--- src/hw/mem_config.svh ---
`ifndef MEM_CONFIG_SVH
`define MEM_CONFIG_SVH

// byte address width, 4 KiB of RAM
`define MEM_ADDR_W 12

`define MEM_DEPTH (1 << `MEM_ADDR_W)

// word seen by both requesters
`define WORD_W 32

`endif

--- src/hw/memPkg.sv ---
package memPkg;

    // number of bytes moved per access
    typedef enum logic [1:0] {
        LEN_BYTE = 2'd0,
        LEN_HALF = 2'd1,
        LEN_WORD = 2'd2
    } accessLen_e;

    typedef enum logic [1:0] {
        ST_IDLE      = 2'd0,
        ST_READ      = 2'd1,
        ST_WRITE     = 2'd2,
        ST_DONE_READ = 2'd3
    } seqState_e;

    // requester holding the access in flight
    typedef enum logic {
        OWN_FETCH = 1'b0,
        OWN_DATA  = 1'b1
    } owner_e;

endpackage

--- src/hw/memReq_if.sv ---
`timescale 1ns/1ps

`include "mem_config.svh"

interface memReq_if import memPkg::*; ();

    // request side, held until done
    logic                   valid;
    logic                   isStore;
    accessLen_e             len;
    logic [`MEM_ADDR_W-1:0] addr;
    logic [`WORD_W-1:0]     wdata;

    // result side
    logic                   busy;
    logic                   done;
    logic [`WORD_W-1:0]     rdata;

    modport arb (
        output valid, isStore, len, addr, wdata,
        input  busy, done, rdata
    );

    modport seq (
        input  valid, isStore, len, addr, wdata,
        output busy, done, rdata
    );

endinterface

--- src/hw/memArbiter.sv ---
`timescale 1ns/1ps

`include "mem_config.svh"

module memArbiter import memPkg::*; (
    input  logic                   clk,
    input  logic                   rst,
    input  logic                   i_ioFull,

    input  logic                   i_fetchEn,
    input  logic [`MEM_ADDR_W-1:0] i_fetchAddr,
    output logic                   o_fetchDone,
    output logic [`WORD_W-1:0]     o_fetchInst,

    input  logic                   i_dataEn,
    input  logic                   i_dataStore,
    input  accessLen_e             i_dataLen,
    input  logic [`MEM_ADDR_W-1:0] i_dataAddr,
    input  logic [`WORD_W-1:0]     i_dataWdata,
    output logic                   o_dataDone,
    output logic [`WORD_W-1:0]     o_dataRdata,

    memReq_if.arb                  req
);

    owner_e owner;
    owner_e sel;

    // data wins when both wait in idle, the owner keeps the bus while busy
    always_comb begin
        if (req.busy) begin
            sel = owner;
        end else if (i_dataEn) begin
            sel = OWN_DATA;
        end else begin
            sel = OWN_FETCH;
        end
    end

    assign req.valid   = !req.busy && (i_dataEn || i_fetchEn);
    assign req.isStore = (sel == OWN_DATA) && i_dataStore;
    assign req.len     = (sel == OWN_DATA) ? i_dataLen : LEN_WORD;
    assign req.addr    = (sel == OWN_DATA) ? i_dataAddr : i_fetchAddr;
    assign req.wdata   = (sel == OWN_DATA) ? i_dataWdata : '0;

    // latched on the same edge the sequencer accepts
    always_ff @(posedge clk) begin
        if (rst) begin
            owner <= OWN_FETCH;
        end else if (!i_ioFull && req.valid) begin
            owner <= sel;
        end
    end

    // result goes to the owner only
    assign o_fetchDone = req.done && (owner == OWN_FETCH);
    assign o_dataDone  = req.done && (owner == OWN_DATA);
    assign o_fetchInst = (owner == OWN_FETCH) ? req.rdata : '0;
    assign o_dataRdata = (owner == OWN_DATA) ? req.rdata : '0;

endmodule

--- src/flat_wrapper.sv ---
// flat-port wrapper written by rule: the top's interface ports become plain ports
module memArbiter_flat import memPkg::*;
  (clk, rst, i_ioFull, i_fetchEn, i_fetchAddr, o_fetchDone, o_fetchInst, i_dataEn, i_dataStore, i_dataLen, i_dataAddr, i_dataWdata, o_dataDone, o_dataRdata, req_valid, req_isStore, req_len, req_addr, req_wdata, req_busy, req_done, req_rdata);
  memReq_if req_i ();
  input  logic clk;
  input  logic rst;
  input  logic i_ioFull;
  input  logic i_fetchEn;
  input  logic [`MEM_ADDR_W-1:0] i_fetchAddr;
  output logic o_fetchDone;
  output logic [`WORD_W-1:0] o_fetchInst;
  input  logic i_dataEn;
  input  logic i_dataStore;
  input  accessLen_e i_dataLen;
  input  logic [`MEM_ADDR_W-1:0] i_dataAddr;
  input  logic [`WORD_W-1:0] i_dataWdata;
  output logic o_dataDone;
  output logic [`WORD_W-1:0] o_dataRdata;
  output wire logic [$bits(req_i.valid)-1:0] req_valid;
  output wire logic [$bits(req_i.isStore)-1:0] req_isStore;
  output wire logic [$bits(req_i.len)-1:0] req_len;
  output wire logic [$bits(req_i.addr)-1:0] req_addr;
  output wire logic [$bits(req_i.wdata)-1:0] req_wdata;
  input wire logic [$bits(req_i.busy)-1:0] req_busy;
  input wire logic [$bits(req_i.done)-1:0] req_done;
  input wire logic [$bits(req_i.rdata)-1:0] req_rdata;
  assign req_valid = req_i.valid;
  assign req_isStore = req_i.isStore;
  assign req_len = req_i.len;
  assign req_addr = req_i.addr;
  assign req_wdata = req_i.wdata;
  assign req_i.busy = req_busy;
  assign req_i.done = req_done;
  assign req_i.rdata = req_rdata;
  memArbiter u_core (.clk(clk), .rst(rst), .i_ioFull(i_ioFull), .i_fetchEn(i_fetchEn), .i_fetchAddr(i_fetchAddr), .o_fetchDone(o_fetchDone), .o_fetchInst(o_fetchInst), .i_dataEn(i_dataEn), .i_dataStore(i_dataStore), .i_dataLen(i_dataLen), .i_dataAddr(i_dataAddr), .i_dataWdata(i_dataWdata), .o_dataDone(o_dataDone), .o_dataRdata(o_dataRdata), .req(req_i));
endmodule
--- config.mk ---
export PLATFORM = sky130hd
export DESIGN_NAME = memArbiter_flat
export DESIGN_NICKNAME = d
export VERILOG_FILES = /design/src/hw/memPkg.sv /design/src/hw/memReq_if.sv /design/src/hw/memArbiter.sv /design/src/flat_wrapper.sv
export VERILOG_INCLUDE_DIRS = /design/src /design/src/hw
export SDC_FILE = /design/constraint.sdc
export NUM_CORES = 1
export LEC_CHECK = 0
export BUFFER_PORTS_ARGS = -buffer_cell sky130_fd_sc_hd__buf_2
export CORE_AREA = 2 2 83 85
export DETAILED_ROUTE_END_ITERATION = 6
export DIE_AREA = 0 0 85 87
export HOLD_SLACK_MARGIN = 0.08
export PLACE_DENSITY = 0.58
export SYNTH_ARGS = -nofsm -noshare
export SYNTH_HDL_FRONTEND = slang
export SYNTH_SLANG_ARGS = --single-unit
export TNS_END_PERCENT = 1
--- constraint.sdc ---
create_clock -name clk -period 4.2 [get_ports clk]
set_clock_uncertainty 0.2 [all_clocks]
set_input_delay 0.84 -clock clk [delete_from_list [all_inputs] [get_ports clk]]
set_output_delay 0.84 -clock clk [all_outputs]
set_load 0.03 [all_outputs]
# Word-level counts from Yosys, hierarchy flattened
# Cells that the tools add are included.
# Widths: inputs -> output; s select.
op_classes:
  addsub: 0
  multipliers: 0
  div_mod_pow: 0
  order_cmp: 0
  eq_ne: 0
  shift: 0
  n_mux: 7
  bitwise_logic: 1
  reduce_logical: 8
op_table:
  columns: ["op", "n"]
  rows:
  - ["$mux 32", 3]
  - ["$mux 12", 1]
  - ["$logic_and 1x1->1", 5]
  - ["$logic_not 1->1", 2]
  - ["$mux 1", 2]
  - ["$mux 2", 1]
  - ["$logic_or 1x1->1", 1]
  - ["$not 1->1", 1]
word_totals:
  register_bits: 1
  latch_bits: 0
  ramBits: 0
  romBits: 0
  word_cells: 17
  n_memories: 0

# Longest topological paths before layout
depth:
  depth_word: 3
  mapped_depth: 4
  depth_no_buf: 2

# Worst setup path after synthesis
# No wires, ideal clock.
synth_timing:
  path_kind: "input-to-output"
  from: "input req_busy"
  to: "output req_wdata[10]"
  arrival_time_ns: 1.734
  t_required_ns: 3.160
  setup_slack_ns: 1.426
  cell_stages: 4
  path_cell_list: "mux2i_1 buf_4 buf_2 nor2b_1"
synth_via:
  elab_chain_cells: 2
synth_rtl:
  columns: ["item", "line_no", "rtl"]
  rows:
  - ["start, declared", "flat_wrapper.sv:24", "input wire logic [$bits(req_i.busy)-1:0] req_busy;"]
  - ["$mux 1", "memArbiter.sv:31", "if (req.busy) begin"]
  - ["$mux 32", "memArbiter.sv:44", "assign req.wdata = (sel == OWN_DATA) ? i_dataWdata : '0;"]
  - ["end, declared", "flat_wrapper.sv:23", "output wire logic [$bits(req_i.wdata)-1:0] req_wdata;"]
# No other way between the ends.

# Final worst setup path
layout_timing:
  from: "input req_busy"
  to: "output req_addr[5]"
layout_via:
  elab_chain_cells: 2
layout_rtl:
  columns: ["item", "line_no", "rtl"]
  rows:
  - ["$mux 1", "memArbiter.sv:31", null]
  - ["$mux 12", "memArbiter.sv:43", "assign req.addr = (sel == OWN_DATA) ? i_dataAddr : i_fetchAddr;"]
  - ["end, declared", "flat_wrapper.sv:22", "output wire logic [$bits(req_i.addr)-1:0] req_addr;"]
# No other way between the ends.

==> metrics.md <==
| Metric | Value |
|---|---|
| N_diodes | `0` |
| CTS-repair resized insts | `0` |
| Nets@finish | `435` |
| GRT overflow | `0` |
| Post-CTS Setup Inserts | `0` |
| Commonest non-fill, non-tap cells in the layout | `buf_2 (211), nor2b_1 (67), and2_1 (33)` |
| First-pass GRT wire length | `5092 um` |
| Drt total wl | `3813 um` |
| Worst EP required | `3160 ps` |
| R2r setup slk | `2880 ps` |
| Routed wire length per instance | `9.188 um` |
| Met2 global-route usage | `0.1591` |
| GP Congestion | `0.7289` |
| Total GRT Usage | `0.07792` |
| Final hold viol count | `0` |
| Max FFs per register | `1` |
| Via density | `3.781` |
| Dpl hpwl | `3427 um` |
| Slowest-stage cell, CP | `mux2i_4` |
| Total of warnings raised by yosys | `0` |
| DR DRC count | `0` |
| RR Endpoint | `u_core.owner` |
| Largest registers | `u_core.owner (1)` |
| Clock edge transition at the registers on the reported setup and hold paths | `0 ps` |
| Max-Cap Viols | `0` |
| Placed cell count | `415` |
| Final Non-Filler Cells | `415` |
| CP arrival | `2270 ps` |
| Routing usage on met1 | `0.09209` |
| Vias in the first global route | `1225` |
| RSZ-0062 raised after global routing | `no` |
| CP Class | `input pin to output port` |
| Slowest stage delay, CP | `700 ps` |
| Initial core utilization | `0.1360` |
| Worst-Skew Late Latency | `0 ps` |
| Largest Register | `u_core.owner` |
| Gate Count Post-Synth | `133` |
| Met3 global-route usage | `0.007583` |
| Vias | `1569` |
| Global route hottest layer | `met2` |
| Mapped Area | `893.4 um2` |
| Minimum clock period | `3306 ps` |
| Die area | `7395 um2` |
| Tcrit/Tclk final | `0.7871` |
| DR iter-0 viols | `28` |
| Critical Path End Type | `output port` |
| Num rows | `30` |
| FF+latch area | `21.27 um2` |
| Die Ht | `87 um` |
| Sequential area share after synthesis | `0.02241` |
| Most common library cell in the layout ignoring fill and taps | `buf_2` |
| FILL cells | `708` |
| Setup WS pre-CTS | `877.6 ps` |
| Chip width | `85 um` |
| Placed cell areas | `2026 um2` |
| Final Power | `314.4 uW` |
| Worst Path Buf+Inv | `2` |
| Critical path startpoint | `req_busy` |
| Reg2reg start | `u_core.owner` |
| Pwr/cell area | `155.2 nW/um2` |
| CORE AREA | `6569 um2` |
| Outcome | `completed` |
| Setup_tns | `0 ps` |
| Peak VDD IR | `78.21 uV` |
| Hold Path Class | `flip-flop to flip-flop` |
| Multi-input gate area | `825.8 um2` |
| Synthesized net count | `231` |
| Largest net degree at the start of global routing | `68` |
| CP max FO | `27` |
| Max Freq | `0.3025 GHz` |
| Syn_area_per_cell | `6.717 um2` |
| Synthesis-to-finish area growth | `126.8%` |
| Critical Path Sink | `req_addr[5]` |
| Boundary pin count | `212` |
| Antenna violations before repair | `0` |
| Min Hold Slack | `653.8 ps` |
| Leak Pwr | `1.263 nW` |
| Setup ws final | `894.0 ps` |
| IO buf count | `211` |
| Crit-path cells | `buf_2, mux2i_4, mux2_2, buf_2` |
| Final setup vio count | `0` |
| Routed Antenna Nets | `0` |
| Crit path depth | `4` |
| Post-Layout Inst Area | `2026 um2` |
| Worst Reg-to-Reg Cells | `3` |
| Slew @ Worst Pin | `791.4 ps` |
| Total iterations of the first detailed-routing run | `4` |
| Final core occ | `0.3084` |
| Cell mode on critical path | `buf_2` |
| Slew Limit Fails | `0` |
| Seq cells post-synth | `1` |
| Worst path top cell family by delay | `multiplexers` |
| Slew headroom | `0.4611` |
| Layout cells sized above 1 | `0.6806` |
| CTS Hold Bufs | `0` |
| Synth cell types | `15` |
| Startpoint types | `input pin` |
==> synthesized netlist by cell type (all sizes together) <==
master	count	area, um2
and2	33	206.5
buf	5	33.78
clkbuf	7	26.28
dfxtp	1	20.02
mux2	12	135.1
mux2i	1	10.01
nand2b	1	6.260
nor2	2	7.510
nor2b	67	419.2
nor3b	1	7.510
o21ai	1	5.000
or2	1	6.260
or4b	1	10.01
==> cell families (layout without fill, tap and decap cells) <==
kind of cell           Yosys count  count (layout)  synth area share
buffers and inverters           12             214           0.06723
muxes                           13              13            0.1625
and+or+nand+nor                106             106            0.7423
DFF                              1               1           0.02241
AOI/OAI and AO/OA                1               1          0.005597
==> per-layer routing <==
layer  part of all wire  up-vias
li1                   -      814
met4                  0        0
met3               0.12        0
met1               0.36      645
met2               0.52      110
met5                  0        -
==> where the power goes <==
| group | total [mW] | switching (mW) | internal, mW |
|---|---|---|---|
| registers | 0.0109 | 0.000515 | 0.0103 |
| logic | 0.304 | 0.193 | 0.110 |
| clock network | 0 | 0 | 0 |
==> cell type report <==
type / count / share of cell area
flip-flops and latches: 1 / 0.01050
multi-input cells: 120 / 0.4077
repair buffers: 214 / 0.5324
well taps: 80 / 0.04941
==> worst register-to-register path, stage by stage, from the launching register on <==
cell and delay (ps):
dfxtp_2 330, buf_4 430, nand2b_1 90, o21ai_0 180
==> how the worst min path moves through the flow <==
| stage | start | endpoint | slack, ps | cells after the start |
|---|---|---|---|---|
| floorplan | u_core.owner | u_core.owner | 490 | 3 |
| global placement | u_core.owner | u_core.owner | 640 | 3 |
| detailed placement | u_core.owner | u_core.owner | 670 | 3 |
| CTS | u_core.owner | u_core.owner | 670 | 3 |
| global route | u_core.owner | u_core.owner | 730 | 3 |
| finish | u_core.owner | u_core.owner | 650 | 3 |
Power figures use the tool's default switching activity.
