$ cat src/hw/mem_config.svh
`ifndef MEM_CONFIG_SVH
`define MEM_CONFIG_SVH

// byte address width, 4 KiB of RAM
`define MEM_ADDR_W 12

`define MEM_DEPTH (1 << `MEM_ADDR_W)

// word seen by both requesters
`define WORD_W 32

`endif

$ cat src/hw/memPkg.sv
package memPkg;

    // number of bytes moved per access
    typedef enum logic [1:0] {
        LEN_BYTE = 2'd0,
        LEN_HALF = 2'd1,
        LEN_WORD = 2'd2
    } accessLen_e;

    typedef enum logic [1:0] {
        ST_IDLE      = 2'd0,
        ST_READ      = 2'd1,
        ST_WRITE     = 2'd2,
        ST_DONE_READ = 2'd3
    } seqState_e;

    // requester holding the access in flight
    typedef enum logic {
        OWN_FETCH = 1'b0,
        OWN_DATA  = 1'b1
    } owner_e;

endpackage

$ cat src/hw/memReq_if.sv
`timescale 1ns/1ps

`include "mem_config.svh"

interface memReq_if import memPkg::*; ();

    // request side, held until done
    logic                   valid;
    logic                   isStore;
    accessLen_e             len;
    logic [`MEM_ADDR_W-1:0] addr;
    logic [`WORD_W-1:0]     wdata;

    // result side
    logic                   busy;
    logic                   done;
    logic [`WORD_W-1:0]     rdata;

    modport arb (
        output valid, isStore, len, addr, wdata,
        input  busy, done, rdata
    );

    modport seq (
        input  valid, isStore, len, addr, wdata,
        output busy, done, rdata
    );

endinterface

$ cat src/hw/byteSequencer.sv
`timescale 1ns/1ps

`include "mem_config.svh"

module byteSequencer import memPkg::*; (
    input  logic                   clk,
    input  logic                   rst,
    input  logic                   i_ioFull,

    memReq_if.seq                  req,

    output logic [`MEM_ADDR_W-1:0] o_ramAddr,
    output logic                   o_ramWe,
    output logic [7:0]             o_ramWdata,
    input  logic [7:0]             i_ramRdata
);

    seqState_e              state;
    logic [1:0]             cnt;
    logic [1:0]             lastIdx;
    logic [1:0]             rdOffset;

    logic [`MEM_ADDR_W-1:0] baseAddr;
    accessLen_e             lenReg;
    logic [`WORD_W-1:0]     wdataReg;
    logic [`WORD_W-9:0]     partial;

    // index of the final byte
    always_comb begin
        case (lenReg)
            LEN_BYTE: lastIdx = 2'd0;
            LEN_HALF: lastIdx = 2'd1;
            default:  lastIdx = 2'd3;
        endcase
    end

    always_ff @(posedge clk) begin
        if (rst) begin
            state <= ST_IDLE;
            cnt   <= 2'd0;
        end else if (!i_ioFull) begin
            case (state)
                ST_IDLE: begin
                    if (req.valid) begin
                        cnt   <= 2'd0;
                        state <= req.isStore ? ST_WRITE : ST_READ;
                    end
                end
                ST_READ: begin
                    // cnt stays on the last byte so its address is kept
                    if (cnt == lastIdx) begin
                        state <= ST_DONE_READ;
                    end else begin
                        cnt <= cnt + 2'd1;
                    end
                end
                ST_WRITE: begin
                    if (cnt == lastIdx) begin
                        state <= ST_IDLE;
                    end else begin
                        cnt <= cnt + 2'd1;
                    end
                end
                default: begin
                    state <= ST_IDLE;
                end
            endcase
        end
    end

    always_ff @(posedge clk) begin
        if (!i_ioFull) begin
            if (state == ST_IDLE && req.valid) begin
                baseAddr <= req.addr;
                lenReg   <= req.len;
                wdataReg <= req.wdata;
            end
            // byte cnt-1 arrives while byte cnt is addressed
            if (state == ST_READ && cnt != 2'd0) begin
                partial[8 * (cnt - 2'd1) +: 8] <= i_ramRdata;
            end
        end
    end

    // during a freeze re-read the previous byte, so the RAM output keeps it
    always_comb begin
        rdOffset = cnt;
        if (i_ioFull && state == ST_READ && cnt != 2'd0) begin
            rdOffset = cnt - 2'd1;
        end
    end

    assign o_ramAddr  = baseAddr + `MEM_ADDR_W'(rdOffset);
    assign o_ramWe    = (state == ST_WRITE) && !i_ioFull;
    assign o_ramWdata = o_ramWe ? wdataReg[8 * cnt +: 8] : 8'h00;

    assign req.busy = (state != ST_IDLE);

    always_comb begin
        req.done  = 1'b0;
        req.rdata = '0;
        if (!i_ioFull) begin
            case (state)
                ST_WRITE: begin
                    req.done = (cnt == lastIdx);
                end
                ST_DONE_READ: begin
                    req.done = 1'b1;
                    // last byte straight from the RAM, upper bytes zero
                    case (lenReg)
                        LEN_BYTE: req.rdata = {{(`WORD_W - 8){1'b0}}, i_ramRdata};
                        LEN_HALF: req.rdata = {{(`WORD_W - 16){1'b0}}, i_ramRdata, partial[7:0]};
                        default:  req.rdata = {i_ramRdata, partial};
                    endcase
                end
                default: begin
                    req.done = 1'b0;
                end
            endcase
        end
    end

endmodule

$ cat src/flat_wrapper.sv
// flat-port wrapper written by rule: the top's interface ports become plain ports
module byteSequencer_flat import memPkg::*;
  (clk, rst, i_ioFull, o_ramAddr, o_ramWe, o_ramWdata, i_ramRdata, req_valid, req_isStore, req_len, req_addr, req_wdata, req_busy, req_done, req_rdata);
  memReq_if req_i ();
  input  logic clk;
  input  logic rst;
  input  logic i_ioFull;
  output logic [`MEM_ADDR_W-1:0] o_ramAddr;
  output logic o_ramWe;
  output logic [7:0] o_ramWdata;
  input  logic [7:0] i_ramRdata;
  input wire logic [$bits(req_i.valid)-1:0] req_valid;
  input wire logic [$bits(req_i.isStore)-1:0] req_isStore;
  input wire logic [$bits(req_i.len)-1:0] req_len;
  input wire logic [$bits(req_i.addr)-1:0] req_addr;
  input wire logic [$bits(req_i.wdata)-1:0] req_wdata;
  output wire logic [$bits(req_i.busy)-1:0] req_busy;
  output wire logic [$bits(req_i.done)-1:0] req_done;
  output wire logic [$bits(req_i.rdata)-1:0] req_rdata;
  assign req_i.valid = req_valid;
  assign req_i.isStore = req_isStore;
  assign req_i.len = req_len;
  assign req_i.addr = req_addr;
  assign req_i.wdata = req_wdata;
  assign req_busy = req_i.busy;
  assign req_done = req_i.done;
  assign req_rdata = req_i.rdata;
  byteSequencer u_core (.clk(clk), .rst(rst), .i_ioFull(i_ioFull), .req(req_i), .o_ramAddr(o_ramAddr), .o_ramWe(o_ramWe), .o_ramWdata(o_ramWdata), .i_ramRdata(i_ramRdata));
endmodule
$ cat config.mk
export PLATFORM = sky130hd
export DESIGN_NAME = byteSequencer_flat
export DESIGN_NICKNAME = d
export VERILOG_FILES = /design/src/hw/memPkg.sv /design/src/hw/memReq_if.sv /design/src/hw/byteSequencer.sv /design/src/flat_wrapper.sv
export VERILOG_INCLUDE_DIRS = /design/src /design/src/hw
export SDC_FILE = /design/constraint.sdc
export NUM_CORES = 1
export LEC_CHECK = 0
export ABC_AREA = 0
export ABC_CLOCK_PERIOD_IN_PS = 5300
export BUFFER_PORTS_ARGS = -buffer_cell sky130_fd_sc_hd__buf_2
export CAP_MARGIN = 20
export CORE_UTILIZATION = 40
export CTS_BUF_LIST = sky130_fd_sc_hd__clkbuf_8 sky130_fd_sc_hd__clkbuf_16
export DETAILED_ROUTE_END_ITERATION = 16
export PLACE_DENSITY = 0.65
export SKIP_CTS_REPAIR_TIMING = 1
export SYNTH_ARGS = -nofsm -noshare
export SYNTH_HDL_FRONTEND = slang
export SYNTH_SLANG_ARGS = --single-unit
$ cat constraint.sdc
create_clock -name clk -period 5.3 [get_ports clk]
set_clock_uncertainty 0.1 [all_clocks]
set_input_delay 0 -clock clk [delete_from_list [all_inputs] [get_ports clk]]
set_output_delay 0 -clock clk [all_outputs]
set_load 0.005 [all_outputs]
Word-level counts from Yosys, hierarchy flattened. Cells that the tools add are included.

Input port bits: 59. Register bits: 74. Output and inout bits: 55. Word-level logic and storage cells: 57.

Reduce and logical (&&, ||, !) cells: 16. Bitwise gates (word level): 1. Eq/ne operators: 9. Add/sub/neg operators: 5. Shift-type cells: 3. Muxes and demuxes: 17.

Operators with widths (number): 32-bit two-way mux (2); 32-bit case mux with 2 select lines (1); 32-bit negator with 34-bit output (1); 8-bit by 34-bit variable shift with 24-bit output, first input constant (1); 8-bit by 34-bit indexed part select with 24-bit output (1); 32-bit by 6-bit indexed part select with 8-bit output (1); 24-bit bitwise mux (1); 2-bit two-way mux (7); 12-bit by 2-bit adder with 12-bit output (1); 8-bit two-way mux (1); 2-bit case mux with 2 select lines (2); 4-bit AND reduction (2); 2-bit case mux with 3 select lines (1); 2-bit nonzero test (3); 1-bit logical AND (5); 2-bit by 1-bit equality test with 1-bit output, second input constant (2); 2-bit equality test, second input constant (2); 2-bit zero test (2); 2-bit by 1-bit inequality test with 1-bit output, second input constant (2); 2-bit inequality test, second input constant (2); 2-bit AND reduction (2); 2-bit by 1-bit subtractor with 3-bit output, second input constant (1); 2-bit by 1-bit adder with 2-bit output, second input constant (1); 2-bit equality test (1); 6 further kinds (6).

Depth between registers and ports, before layout. Gate-level depths: netlist of the first run.

Depth in word-level cells: 5. Gate-level depth with buffers: 12. Mapped depth without buffers: 10.

Worst setup path before layout of the first run. Ideal clock, no wire load.

Path type: reg-to-reg. From: register u_core.state[0]. To: register u_core.baseAddr[0], enable pin. Clock period less this slack: 3.259 ns. Buffers on the path: 0. Cell stages (with the launch flop): 5. Setup time: 0.450 ns. Path slack: 2.041 ns. Arrival time: 2.709 ns. Path through: dfxtp_1 -> inv_1 -> ha_1 -> nand2_1 -> nor2_1.

Cells in the longest elaborated chain, start to end: 3.

Ends and longest elaborated chain: start, declared (line byteSequencer.sv:18) `seqState_e state;`; start signal, assigned (line byteSequencer.sv:46) `state <= req.isStore ? ST_WRITE : ST_READ;`; 2-bit zero test (line byteSequencer.sv:73) `if (state == ST_IDLE && req.valid) begin`; 1-bit logical AND (line byteSequencer.sv:73); 2-bit AND reduction (no line); end signal, assigned (line byteSequencer.sv:74) `baseAddr <= req.addr;`; end, declared (line byteSequencer.sv:23) `` logic [`MEM_ADDR_W-1:0] baseAddr; ``.

No other way between the ends. A chain may end at the register's enable or synchronous reset.

Worst setup path after layout of the first run.
From: register u_core.cnt[0]. To: output port o_ramAddr[6].

Cells in the longest elaborated chain, start to end: 4. Elaborated cells on any way between the ends: 5. Those cells by class: add/sub (2); mux (1); reduce/logical (2).

Ends and longest elaborated chain: start, declared (line byteSequencer.sv:19) `logic [1:0] cnt;`; start signal, assigned (line byteSequencer.sv:54) `cnt <= cnt + 2'd1;`; start signal, assigned (line byteSequencer.sv:61) `cnt <= cnt + 2'd1;`; branches (longest 2 deep; another with 2-bit by 1-bit subtractor with 2-bit output); 2-bit two-way mux (*) (line byteSequencer.sv:88) `if (i_ioFull && state == ST_READ && cnt != 2'd0) begin`; 12-bit by 2-bit adder with 12-bit output (*) (line byteSequencer.sv:93) `` assign o_ramAddr = baseAddr + `MEM_ADDR_W'(rdOffset); ``; end, declared (line flat_wrapper.sv:8) `` output logic [`MEM_ADDR_W-1:0] o_ramAddr; ``.

Every way passes the cells marked *.

==> results.md, run 1 <==
* Net count of the mapped netlist at 335
* Aggregate global routing overflow at 0
* Required time of the critical path at roughly 5.2 ns
* Endpoint kind of the worst setup timing path: primary output
* Slew @ Worst Pin at just over 1 ns
* WP data arrival at between 3 and 4 ns
* Number of warnings printed during yosys synthesis at 0
* Routed metal-1 wirelength at 3480 µm
* Global-route usage over all layers at 0.154
* Setup violators final at 0
* Number of enable-type register cells in the synthesized netlist at 70
* Cell type with the highest aggregate area in the netlist: sky130_fd_sc_hd__edfxtp_1
* Shortest clock period the worst path allows after layout at between 3 and 4 ns
* Vias/cell at 4.89
* CTS root buffer: sky130_fd_sc_hd__clkbuf_8
* Critical path start-end classification: register to primary output
* Detail Placement HPWL at between 5000 and 6000 µm
* Width of the die at slightly below 100 µm
* Largest buffer count on any clock path at 2
* Final Instance Area at 5060 µm²
* Number of rows created at floorplan at 34
* Core Footprint at slightly below 9000 µm²
* Clock tree from TritonCTS: yes
* Routed len/inst at 14.8 µm
* Final nets at between 500 and 600
* Share of synthesized flip-flops with an asynchronous set or reset at 0
* Internal portion of total power at between 0.001 and 0.0015 W
* First-pass GRT wire length at ~10000 µm
* Highest signal layer in the routed design: met4
* Status: finished clean
* Most instantiated cells after synthesis: sky130_fd_sc_hd__edfxtp_1, sky130_fd_sc_hd__and2_1, sky130_fd_sc_hd__nand2_1
* Initial core utilization at 0.411
* DR pass1 iterations at 4
* Ranking of synthesized cells by area: sky130_fd_sc_hd__edfxtp_1, sky130_fd_sc_hd__and2_1, sky130_fd_sc_hd__ha_1, sky130_fd_sc_hd__mux4_2, sky130_fd_sc_hd__dfxtp_1
* CTS HTree Levels at 3
* Setup tns final at 0 ns
* Routed Wire Length at about 8100 µm
* Number of DRC markers after the initial detailed-route iteration at 81
* Vias in the first global route at about 2200
* Number of CTS-inserted buffers at 9
* Final routed DRC violation total at 0
* Top_reg_cell synth: sky130_fd_sc_hd__edfxtp_1
* Fraction of power consumed by combinational cells at 0.191
* Timing-limited maximum frequency at between 0.2 and 0.3 GHz
* Top-Level Pins at ~110
* Proportion of power drawn by flip-flops and latches at 0.456
* Distinct cell type count after synthesis at 38
* Unrepaired setup endpoints after global routing: false
* Number of input and output port buffers inserted at around 110
* Net switching share of the total power at 0.248
* Clk sinks at 74
* Antenna diode count at 0
* Height of the die at 96.4 µm
* Hold Path Class: primary input to register
* Power per cell area at roughly 320 nW/µm²
* Area Growth Syn to Fin at 42.0%
* Synthesized instance count at 264
* Worst-skew pair later-pin latency at roughly 0.34 ns
* Syn_area_per_cell at roughly 14 µm²
* Sort of element at the start of the critical path: register
* Crit Path Max Fanout at 20
* Maximum VDD drop at between 200 and 250 µV
* Number of antenna violations at the first check in global routing at 0
* Via count at 2682
* Fin. max-slew vios at 0
* Clock-pin slew on the worst setup and hold paths at about 0.080 ns
* Area share of the leading cell type in the synthesized netlist at 0.589
* WL met3 at between 400 and 500 µm
* Post-detailed-route count of antenna-violating nets at 0
* Fin. Hold Viols at 0
* Relative max-transition margin at 0.313
* Met2 wire length at ~4000 µm
* Share of post-route cells with drive strength above 1 at 0.322
* Area of the mapped netlist at between 3000 and 4000 µm²
* Placer's final routability congestion estimate at between 0.7 and 0.8
* Most repeated cell in the gate-level netlist after synthesis: sky130_fd_sc_hd__edfxtp_1
* Largest net degree at the start of global routing at 47
* Leakage power at roughly 2.1 nW
* Fin crit share at 0.663
* Maximum Capacitance Violations at 0
* Fraction of the yosys area taken by sequential cells at 0.612
* Flop and latch count out of synthesis at 74
* Clock share of power at 0.353
* P_sw at slightly above 0.0004 W
* Total die area at 9300 µm²
* Placed Area at around 4200 µm²
==> registers in the layout (all words and copies together), names as in the netlist <==
register         flops
u_core.baseAddr     12
u_core.wdataReg     32
u_core.lenReg        2
u_core.state         2
u_core.cnt           2
u_core.partial      24
==> critical path, cell delays in order, from the launching register on <==
cell and delay [ns]:
sky130_fd_sc_hd__dfxtp_1 0.92, sky130_fd_sc_hd__inv_1 0.22, sky130_fd_sc_hd__ha_1 0.30, sky130_fd_sc_hd__nand3b_1 0.22
sky130_fd_sc_hd__xnor2_1 0.17, sky130_fd_sc_hd__ha_1 0.27, sky130_fd_sc_hd__fa_1 0.49, sky130_fd_sc_hd__nand2_1 0.12
sky130_fd_sc_hd__nor2_1 0.06, sky130_fd_sc_hd__xor2_1 0.17, sky130_fd_sc_hd__buf_2 0.15
==> area by class of cell <==
class,instances,area (µm²)
fill,719,3610
multi-input combinational,172,1320
inverter,9,33.8
tap,108,135
clock buffer,9,124
sequential,74,2180
clock inverter,7,141
timing repair buffer,170,1130
==> power groups by stage <==
| stage | clock network [W] | logic [W] | registers, W |
|---|---|---|---|
| finish | 0.000571 | 0.000310 | 0.000739 |
| global route | 0.000600 | 0.000344 | 0.000746 |
| CTS | 0.000573 | 0.000279 | 0.000739 |
| detailed placement | 0 | 0.000278 | 0.000752 |
| global placement | 0 | 0.000274 | 0.000749 |
| floorplan | 0 | 0.000195 | 0.000733 |
==> placed cells by master (no fill, tap or decap), types with 3 or more instances in the layout <==
cell                            instances
sky130_fd_sc_hd__nand2b_1               3
sky130_fd_sc_hd__mux4_2                 6
sky130_fd_sc_hd__nor3_1                 3
sky130_fd_sc_hd__ha_1                  11
sky130_fd_sc_hd__edfxtp_1              70
sky130_fd_sc_hd__bufinv_16              4
sky130_fd_sc_hd__and2_1                43
sky130_fd_sc_hd__o21ai_0               10
sky130_fd_sc_hd__nor3b_1                3
sky130_fd_sc_hd__a21oi_1               10
sky130_fd_sc_hd__dfxtp_1                4
sky130_fd_sc_hd__nor2b_1                8
sky130_fd_sc_hd__clkbuf_8               9
sky130_fd_sc_hd__inv_1                 10
sky130_fd_sc_hd__xor2_1                 6
sky130_fd_sc_hd__nand3_1                8
sky130_fd_sc_hd__nand2_1               16
sky130_fd_sc_hd__nand4_1                4
sky130_fd_sc_hd__nor2_1                 7
sky130_fd_sc_hd__buf_2                113
sky130_fd_sc_hd__dlygate4sd3_1         56
sky130_fd_sc_hd__a22o_1                 8
sky130_fd_sc_hd__xnor2_1                6
==> path summary, 6_finish.rpt <==
path	endpoint	cells after the start	slack [ns]	start
hold / removal	u_core.state[1]	3	0.04	i_ioFull
setup / recovery	o_ramAddr[6]	10	1.79	u_core.cnt[0]
hold reg to reg	u_core.state[1]	1	0.45	u_core.state[1]
setup reg to reg	u_core.partial[12]	5	2.66	u_core.cnt[0]
==> per-stage QoR <==
step	worst slack [ns]	std cells	hold slack, ns	power [W]	utilization
4_1_cts	1.73	493	-0.287	0.00159	0.519
3_5_place_dp	2.14	477	0.0781	0.00103	0.488
5_1_grt	1.48	549	0.0437	0.00169	0.584
3_3_place_gp	2.21	477	0.0762	0.00102	0.488
2_1_floorplan	2.04	264	-0.0306	0.000927	-
6_report	1.79	549	0.0416	0.00162	0.584
==> cell families (layout without fill, tap and decap cells) <==
group | after synthesis | count (layout) | synth area share
AO/OA/AOI/OAI | 36 | 36 | 0.0705
buffers and inverters | 18 | 195 | 0.0214
flip-flops | 74 | 74 | 0.612
AND/OR/NAND/NOR | 104 | 104 | 0.170
adder cells (fa/ha/maj) | 12 | 12 | 0.0442
XOR/XNOR | 12 | 12 | 0.0295
multiplexers | 8 | 8 | 0.0526
==> metal layers <==
metal,track usage,vias to the layer above
met2,0.256,120
li1,-,1313
met1,0.195,1234
met4,0.0637,0
met5,0,-
met3,0.0368,15
No activity file was read; power rests on OpenSTA's default activity.
==> run 2, diff against run 1 <==
--- a/config.mk
+++ b/config.mk
@@ -6,14 +6,14 @@
 export SDC_FILE = /design/constraint.sdc
 export NUM_CORES = 1
 export LEC_CHECK = 0
-export ABC_AREA = 0
-export ABC_CLOCK_PERIOD_IN_PS = 5300
+export ABC_AREA = 1
+export ABC_CLOCK_PERIOD_IN_PS = 2800
 export BUFFER_PORTS_ARGS = -buffer_cell sky130_fd_sc_hd__buf_2
 export CAP_MARGIN = 20
 export CORE_UTILIZATION = 40
 export CTS_BUF_LIST = sky130_fd_sc_hd__clkbuf_8 sky130_fd_sc_hd__clkbuf_16
 export DETAILED_ROUTE_END_ITERATION = 16
-export PLACE_DENSITY = 0.65
+export PLACE_DENSITY = 0.68
 export SKIP_CTS_REPAIR_TIMING = 1
 export SYNTH_ARGS = -nofsm -noshare
 export SYNTH_HDL_FRONTEND = slang
==> constraint.sdc (replaced) <==
create_clock -name clk -period 2.8 [get_ports clk]
set_clock_uncertainty 0.1 [all_clocks]
set_input_delay 0 -clock clk [delete_from_list [all_inputs] [get_ports clk]]
set_output_delay 0 -clock clk [all_outputs]
set_load 0.005 [all_outputs]
==> run 2 against run 1 <==
  * Largest cell class unchanged
  * Clock power increased by 41%
  * Core utilization down 0.66 points
  * Worst setup slack got worse by 1.6 ns
  * Critical path depth up 1
  * Cell area shrank 0.64%
  * Wire length grew 9.0%
  * Register-to-register slack lost 2.4 ns
==> results.md, run 2 <==
* Relative max-transition margin at 0.452 (+0.140)
* Routed len/inst at 13.8 µm (-6.8%)
* Endpoint kind of the worst setup timing path: primary output
* Cells on worst reg2reg path at 9 (+4)
* Number of flip-flops in the largest register at 32 (unchanged)
* Grt met2 use at 0.270 (+0.0139)
* Number of enable-type register cells in the synthesized netlist at 70 (unchanged)
* Shortest clock period the worst path allows after layout at around 2.6 ns
* RR Startpoint: u_core.lenReg[1]
* Final nets at 600 (+18%)
* Total die area at 9350 µm² (+0.61%)
* Timing-limited maximum frequency at around 0.38 GHz
* Distinct cell type count after synthesis at 26 (-32%)
* Final setup margin at 0.170 ns (-1.62 ns)
* Met1 Track Usage GR at 0.214 (+0.0185)
* Share of post-route cells with drive strength above 1 at 0.283 (-0.0392)
* Power per cell area at 546 nW/µm² (+71%)
* Setup violators final at 0 (unchanged)
* Top_reg_cell synth: sky130_fd_sc_hd__edfxtp_1
* Post-detailed-route count of antenna-violating nets at 0 (unchanged)
* Share of synthesized flip-flops with an asynchronous set or reset at 0 (unchanged)
* Vias in the first global route at 2599 (+19%)
* Net count of the mapped netlist at 426 (+27%)
* CTS HTree Levels at 3 (unchanged)
* Critical path start-end classification: register to primary output
* Number of warnings printed during yosys synthesis at 0 (unchanged)
* Clock tree from TritonCTS: yes
* Clk sinks at 74 (unchanged)
* Area Growth Syn to Fin at 40.2%
* Worst Setup EP: o_ramAddr[10]
* Routed Wire Length at 8860 µm (+9.0%)
* Fin crit share at 0.939
* Commonest cells after routing, fill and taps aside: sky130_fd_sc_hd__buf_2, sky130_fd_sc_hd__nor2_1, sky130_fd_sc_hd__edfxtp_1
* Number of rows created at floorplan at 34 (unchanged)
* Area share of the leading cell type in the synthesized netlist at 0.586 (-0.00370)
* Register-to-register setup slack at 0.30 ns (-2.36 ns)
* Placed Area at 4270 µm² (+0.80%)
* Flop and latch count out of synthesis at 74 (unchanged)
* Maximum VDD drop at 373 µV (+74%)
* Clock-pin slew on the worst setup and hold paths at 0.07 ns (about the same)
* Number of input and output port buffers inserted at 113 (unchanged)
* Largest net degree at the start of global routing at 47 (unchanged)
* Slew @ Worst Pin at 0.821 ns (-0.206 ns)
* Setup slack at placement at 0.500 ns (-1.64 ns)
* DR pass1 iterations at 5 (+1)
* Global Route met3 Usage at 0.0491 (+0.0124)
* Number of DRC markers after the initial detailed-route iteration at 110 (+36%)
* Top flop regs: u_core.wdataReg: 32 flops, u_core.partial: 24 flops, u_core.baseAddr: 12 flops
* Placer's final routability congestion estimate at 0.856 (+9.2%)
* Required time of the critical path at 2.70 ns (-2.50 ns)
* Area of the mapped netlist at 3590 µm² (+0.63%)
* Most repeated cell in the gate-level netlist after synthesis: sky130_fd_sc_hd__nor2_1
* Aggregate global routing overflow at 0 (unchanged)
* Fin. Hold Viols at 0 (unchanged)
* Sort of element at the start of the critical path: register
* Antenna diode count at 0 (unchanged)
* WP data arrival at 2.53 ns (-0.88 ns)
* CTS root buffer: sky130_fd_sc_hd__clkbuf_8
* Status: finished clean
* Most instantiated cells after synthesis: sky130_fd_sc_hd__nor2_1, sky130_fd_sc_hd__edfxtp_1, sky130_fd_sc_hd__nand2_1
* Top-Level Pins at 114 (unchanged)
* Width of the die at 96.7 µm (+0.31%)
* Top register by number of flip-flops: u_core.wdataReg
* Cell type with the highest aggregate area in the netlist: sky130_fd_sc_hd__edfxtp_1
* Height of the die at 96.7 µm (+0.31%)
* Fraction of the yosys area taken by sequential cells at 0.608 (-0.00384)
* Via count at 3043 (+13%)
* Vias/cell at 4.74 (-3.0%)
* Maximum Capacitance Violations at 0 (unchanged)
* Hold Path Class: primary input to register
* Start point of the worst min-delay path: req_isStore
* Ranking of synthesized cells by area: sky130_fd_sc_hd__edfxtp_1, sky130_fd_sc_hd__nor2_1, sky130_fd_sc_hd__nand2_1, sky130_fd_sc_hd__o21ai_0, sky130_fd_sc_hd__ha_1
* First-pass GRT wire length at 12400 µm (+19%)
* Busiest layer in global routing: met2
* Number of antenna violations at the first check in global routing at 0 (unchanged)
* Number of CTS-inserted buffers at 9 (unchanged)
* Leakage power at 2.16 nW (+4.2%)
* Final Instance Area at 5030 µm² (-0.64%)
* Number of cells traversed by the worst hold path at 6 (+3)
* Master of the slowest instance on the critical path: sky130_fd_sc_hd__fa_1
* Core Footprint at 8720 µm² (+0.49%)
* Cells along the critical path: inv_1 -> ha_2 -> nand3_1 -> xor2_1 -> ha_1 -> fa_1 -> nand2_1 -> nor2_2 -> nand4_1 -> xnor2_1 -> buf_2
* Synthesized instance count at 355 (+34%)
* Global-route usage over all layers at 0.167 (+0.0129)
* Worst-skew pair later-pin latency at 0.33 ns (about the same)
* Largest buffer count on any clock path at 2 (unchanged)
* Endpoint of the lowest-slack register-to-register path: u_core.state[1]
* Initial core utilization at 0.411 (+0.000578)
* Fin. max-slew vios at 0 (unchanged)
* Stage delay of the slowest cell on the critical path at 0.46 ns (-0.46 ns)
* Detail Placement HPWL at 5640 µm (+12%)
* Final routed DRC violation total at 0 (unchanged)
* Most common cell after layout, fill and taps aside: sky130_fd_sc_hd__buf_2
* First element of the critical path: u_core.state[1]
* Crit Path Max Fanout at 5 (-75%)
* Syn_area_per_cell at 10.1 µm² (-25%)
[run 2: changes by cell type in the layout (fill, tap and decap cells not counted), sizes merged, moves of 4 or more]
cell	delta
nor2	+74
nor2b	-8
and2	-43
mux4	-8
a22o	-8
nand3	+7
o21ai	+21
a21oi	+16
buf	+4
nand2	+35
nor3b	-4
inv	+18
[run 2: how the worst min path moves through the flow]
stage / endpoint / slack [ns]
after floorplan: o_ramWe / -0.06
after global placement: u_core.wdataReg[29] / 0.08
after detailed placement: u_core.baseAddr[5] / 0.08
after CTS: u_core.wdataReg[20] / -0.28
after global routing: u_core.state[0] / 0.06
final: u_core.state[0] / 0.04
[run 2: cell families (layout without fill, tap and decap cells)]
family	count (synthesis)	count (layout)	synth area share
flip-flops	74	74	0.608
adder cells (fa/ha/maj)	12	12	0.0439
XOR/XNOR	12	12	0.0293
AND/OR/NAND/NOR	159	159	0.188
buffers and inverters	40	219	0.0485
AO/OA/AOI/OAI	58	58	0.0826
[run 2: worst max-delay path: cells and delay by family (launching register included)]
| kind | cells | cell delay [ns] |
|---|---|---|
| XOR/XNOR | 2 | 0.31 |
| adder cells (fa/ha/maj) | 3 | 0.92 |
| buffers and inverters | 2 | 0.22 |
| flip-flops | 1 | 0.34 |
| AND/OR/NAND/NOR | 4 | 0.40 |
[run 2: layer usage]
layer,vias to the layer above,share of wire
met3,8,0.062
met1,1377,0.42
met5,-,0
met4,0,0.011
li1,1544,-
met2,114,0.51
[run 2: power breakdown]
group          total (W)  internal [W]  switching [W]
Clock           0.000805      0.000410       0.000395
Sequential       0.00132       0.00128      0.0000352
Combinational   0.000625      0.000252       0.000373
[run 2: area by class of cell]
cell class                      count  area [µm²]
Clock buffer                        9         124
Clock inverter                      7        70.1
Fill cell                         742        3690
Inverter                           29         109
Multi-Input combinational cell    241        1250
Sequential cell                    74        2180
Tap cell                          108         135
Timing Repair Buffer              174        1160
[run 2: stage by stage]
stage	total power [W]	utilization	std cells	hold WS, ns	TNS [ns]
global placement	0.00189	0.490	570	0.0766	0
global route	0.00290	0.577	642	0.0588	-0.00860
CTS	0.00270	0.512	586	-0.282	0
detailed placement	0.00190	0.490	570	0.0781	0
floorplan	0.00171	-	355	-0.0593	0
finish	0.00275	0.577	642	0.0382	0
==> run 3, diff against run 2 <==
--- a/config.mk
+++ b/config.mk
@@ -7,13 +7,15 @@
 export NUM_CORES = 1
 export LEC_CHECK = 0
 export ABC_AREA = 1
-export ABC_CLOCK_PERIOD_IN_PS = 2800
 export BUFFER_PORTS_ARGS = -buffer_cell sky130_fd_sc_hd__buf_2
 export CAP_MARGIN = 20
-export CORE_UTILIZATION = 40
+export CELL_PAD_IN_SITES_DETAIL_PLACEMENT = 0
+export CELL_PAD_IN_SITES_GLOBAL_PLACEMENT = 1
+export CORE_MARGIN = 2
+export CORE_UTILIZATION = 35
 export CTS_BUF_LIST = sky130_fd_sc_hd__clkbuf_8 sky130_fd_sc_hd__clkbuf_16
 export DETAILED_ROUTE_END_ITERATION = 16
-export PLACE_DENSITY = 0.68
+export PLACE_DENSITY_LB_ADDON = 0.1
 export SKIP_CTS_REPAIR_TIMING = 1
 export SYNTH_ARGS = -nofsm -noshare
 export SYNTH_HDL_FRONTEND = slang
==> run 3 against run 2 <==
  * The run now ends with hold timing left
  * Sequential power about the same
  * Non-clock buffer count increased by 1
  * Fmax rose by 5.7%
  * Cell area is 1.1% higher
  * Combinational power hardly changed
  * Cell count up 4.0%
  * Worst hold slack got worse by 0.067 ns
==> results.md, run 3 (synthesis results as in run 2) <==
* Status: finished with violations
* Violated checks: hold timing
* RR Startpoint: u_core.lenReg[1]
* Routed Wire Length at 8890 µm (+0.34%)
* Number of input and output port buffers inserted at 113 (unchanged)
* Largest net degree at the start of global routing at 47 (unchanged)
* Routed len/inst at 13.3 µm (-3.6%)
* Shortest clock period the worst path allows after layout at 2.49 ns (-0.142 ns)
* Vias/cell at 4.44 (-6.2%)
* CP most frequent cell: sky130_fd_sc_hd__ha_2
* CTS HTree Levels at 3 (unchanged)
* Final Instance Area at 5090 µm² (+1.1%)
* Hold Path Class: primary input to register
* Fin. max-slew vios at 0 (unchanged)
* Relative max-transition margin at 0.560 (+0.107)
* Top register by number of flip-flops: u_core.wdataReg
* Setup tns final at 0 ns (unchanged)
* Height of the die at 105 µm (+8.8%)
* Global-route usage over all layers at 0.152 (-0.0150)
* Crit Path Max Fanout at 5 (unchanged)
* Timing-limited maximum frequency at 0.402 GHz (+5.7%)
* Number of CTS-inserted buffers at 9 (unchanged)
* Endpoint kind of the worst setup timing path: primary output
* Commonest cells after routing, fill and taps aside: sky130_fd_sc_hd__buf_2, sky130_fd_sc_hd__nor2_1, sky130_fd_sc_hd__edfxtp_1
* Total die area at 11100 µm² (+18%)
* Critical path start-end classification: register to primary output
* Share of post-route cells with drive strength above 1 at 0.295 (+0.0126)
* Min-Delay Endpoint: u_core.state[0]
* Number of DRC markers after the initial detailed-route iteration at 119 (+8.2%)
* First-pass GRT wire length at 13100 µm (+5.7%)
* Setup violators final at 0 (unchanged)
* Antenna diode count at 0 (unchanged)
* Clock-pin slew on the worst setup and hold paths at 0.09 ns (+0.02 ns)
* Master of the slowest instance on the critical path: sky130_fd_sc_hd__dfxtp_1
* Unrepaired setup endpoints after global routing: false
* Top flop regs: u_core.wdataReg: 32 flops, u_core.partial: 24 flops, u_core.baseAddr: 12 flops
* Number of rows created at floorplan at 36 (+5.9%)
* Placer's final routability congestion estimate at 0.751 (-12%)
* Sort of element at the start of the critical path: register
* Fin. Hold Viols at 1 (+1)
* DR pass1 iterations at 4 (-1)
* Detail Placement HPWL at 5950 µm (+5.4%)
* Start point of the worst min-delay path: req_isStore
* Core Footprint at 9860 µm² (+13%)
* WP data arrival at 2.39 ns (-0.14 ns)
* Hold slack at -0.0283 ns (-0.0665 ns)
* Stage delay of the slowest cell on the critical path at 0.40 ns (-0.06 ns)
* Initial core utilization at 0.364 (-0.0477)
* Fin crit share at 0.888 (-0.0509)
* Clock tree from TritonCTS: yes
* Post-detailed-route count of antenna-violating nets at 0 (unchanged)
* Clk sinks at 74 (unchanged)
* Power per cell area at 550 nW/µm² (+0.64%)
* Area Growth Syn to Fin at 41.8%
* Placed Area at 4310 µm² (+0.91%)
* Slew @ Worst Pin at 0.658 ns (-0.164 ns)
* Cells on worst reg2reg path at 10 (+1)
* Maximum Capacitance Violations at 0 (unchanged)
* Maximum VDD drop at 321 µV (-14%)
* Top-Level Pins at 114 (unchanged)
* Endpoint of the lowest-slack register-to-register path: u_core.state[1]
* Aggregate global routing overflow at 0 (unchanged)
* Register-to-register setup slack at 0.56 ns (+0.26 ns)
* Cells along the critical path: ha_2 -> nand3_2 -> xor2_1 -> ha_2 -> fa_2 -> nand2_1 -> nor2_2 -> nand4_1 -> xnor2_1 -> buf_2
* Final routed DRC violation total at 0 (unchanged)
* Width of the die at 105 µm (+8.8%)
* Most common cell after layout, fill and taps aside: sky130_fd_sc_hd__buf_2
* Largest buffer count on any clock path at 2 (unchanged)
* Number of antenna violations at the first check in global routing at 0 (unchanged)
* Worst-skew pair later-pin latency at 0.35 ns (+0.02 ns)
* Number of flip-flops in the largest register at 32 (unchanged)
* Via count at 2969 (-2.4%)
* Number of cells traversed by the worst hold path at 6 (unchanged)
* Required time of the critical path at 2.70 ns (about the same)
* Vias in the first global route at 2628 (+1.1%)
* CTS root buffer: sky130_fd_sc_hd__clkbuf_8
* Leakage power at 2.15 nW (-0.20%)
* Final nets at 601 (+0.17%)
==> run 3: cell types whose count changed in the layout (fill, tap and decap cells not counted), sizes merged <==
| cell | previous run | this run |
|---|---|---|
| buf | 118 | 119 |
| clkinvlp | 2 | 4 |
| clkinv | 4 | 2 |
==> run 3: worst max path at each step <==
stage | from | endpoint | depth (start not counted)
after floorplan | u_core.state[0] | u_core.baseAddr[0] | 4
after CTS | u_core.state[1] | o_ramAddr[10] | 10
final | u_core.state[0] | o_ramAddr[10] | 10
after detailed placement | u_core.state[1] | o_ramAddr[10] | 10
after global routing | u_core.cnt[1] | o_ramAddr[10] | 12
after global placement | u_core.state[1] | o_ramAddr[10] | 10
==> run 3: cell type report <==
type / count / area [µm²]
inverter: 29 / 109
sequential: 74 / 2180
clock inverter: 7 / 77.6
multi-input combinational: 241 / 1260
timing repair buffer: 175 / 1170
tap: 133 / 166
clock buffer: 9 / 124
fill: 956 / 4770
==> run 3: worst max-delay path, delay by kind of cell, from the launching register on <==
family,cells,cell delay (ns)
xor+xnor,2,0.32
fa+ha+maj,3,0.70
flops,1,0.40
simple gates,4,0.48
buf+inv,1,0.13
==> run 3: where the power goes <==
group / switching, W / total, W / leakage, nW / internal, W
registers: 0.0000270 / 0.00131 / 0.701 / 0.00128
clock network: 0.000445 / 0.000862 / 0.0885 / 0.000417
logic: 0.000371 / 0.000625 / 1.36 / 0.000254
==> run 3: metal layers <==
layer,vias up,part of all wire,GRT usage
met1,1330,0.42,0.186
met5,-,0,0
li1,1543,-,-
met3,8,0.058,0.0439
met4,0,0.014,0.0686
met2,88,0.50,0.250
==> run 3: stage by stage <==
stage               std cells  total power, W  worst slack (ns)   util
finish                    668         0.00280             0.312  0.516
global route              668         0.00296            0.0197  0.516
CTS                       612         0.00276            0.0785  0.458
detailed placement        596         0.00191             0.492  0.437
global placement          596         0.00190             0.535  0.437
floorplan                 355         0.00171             0.411      -
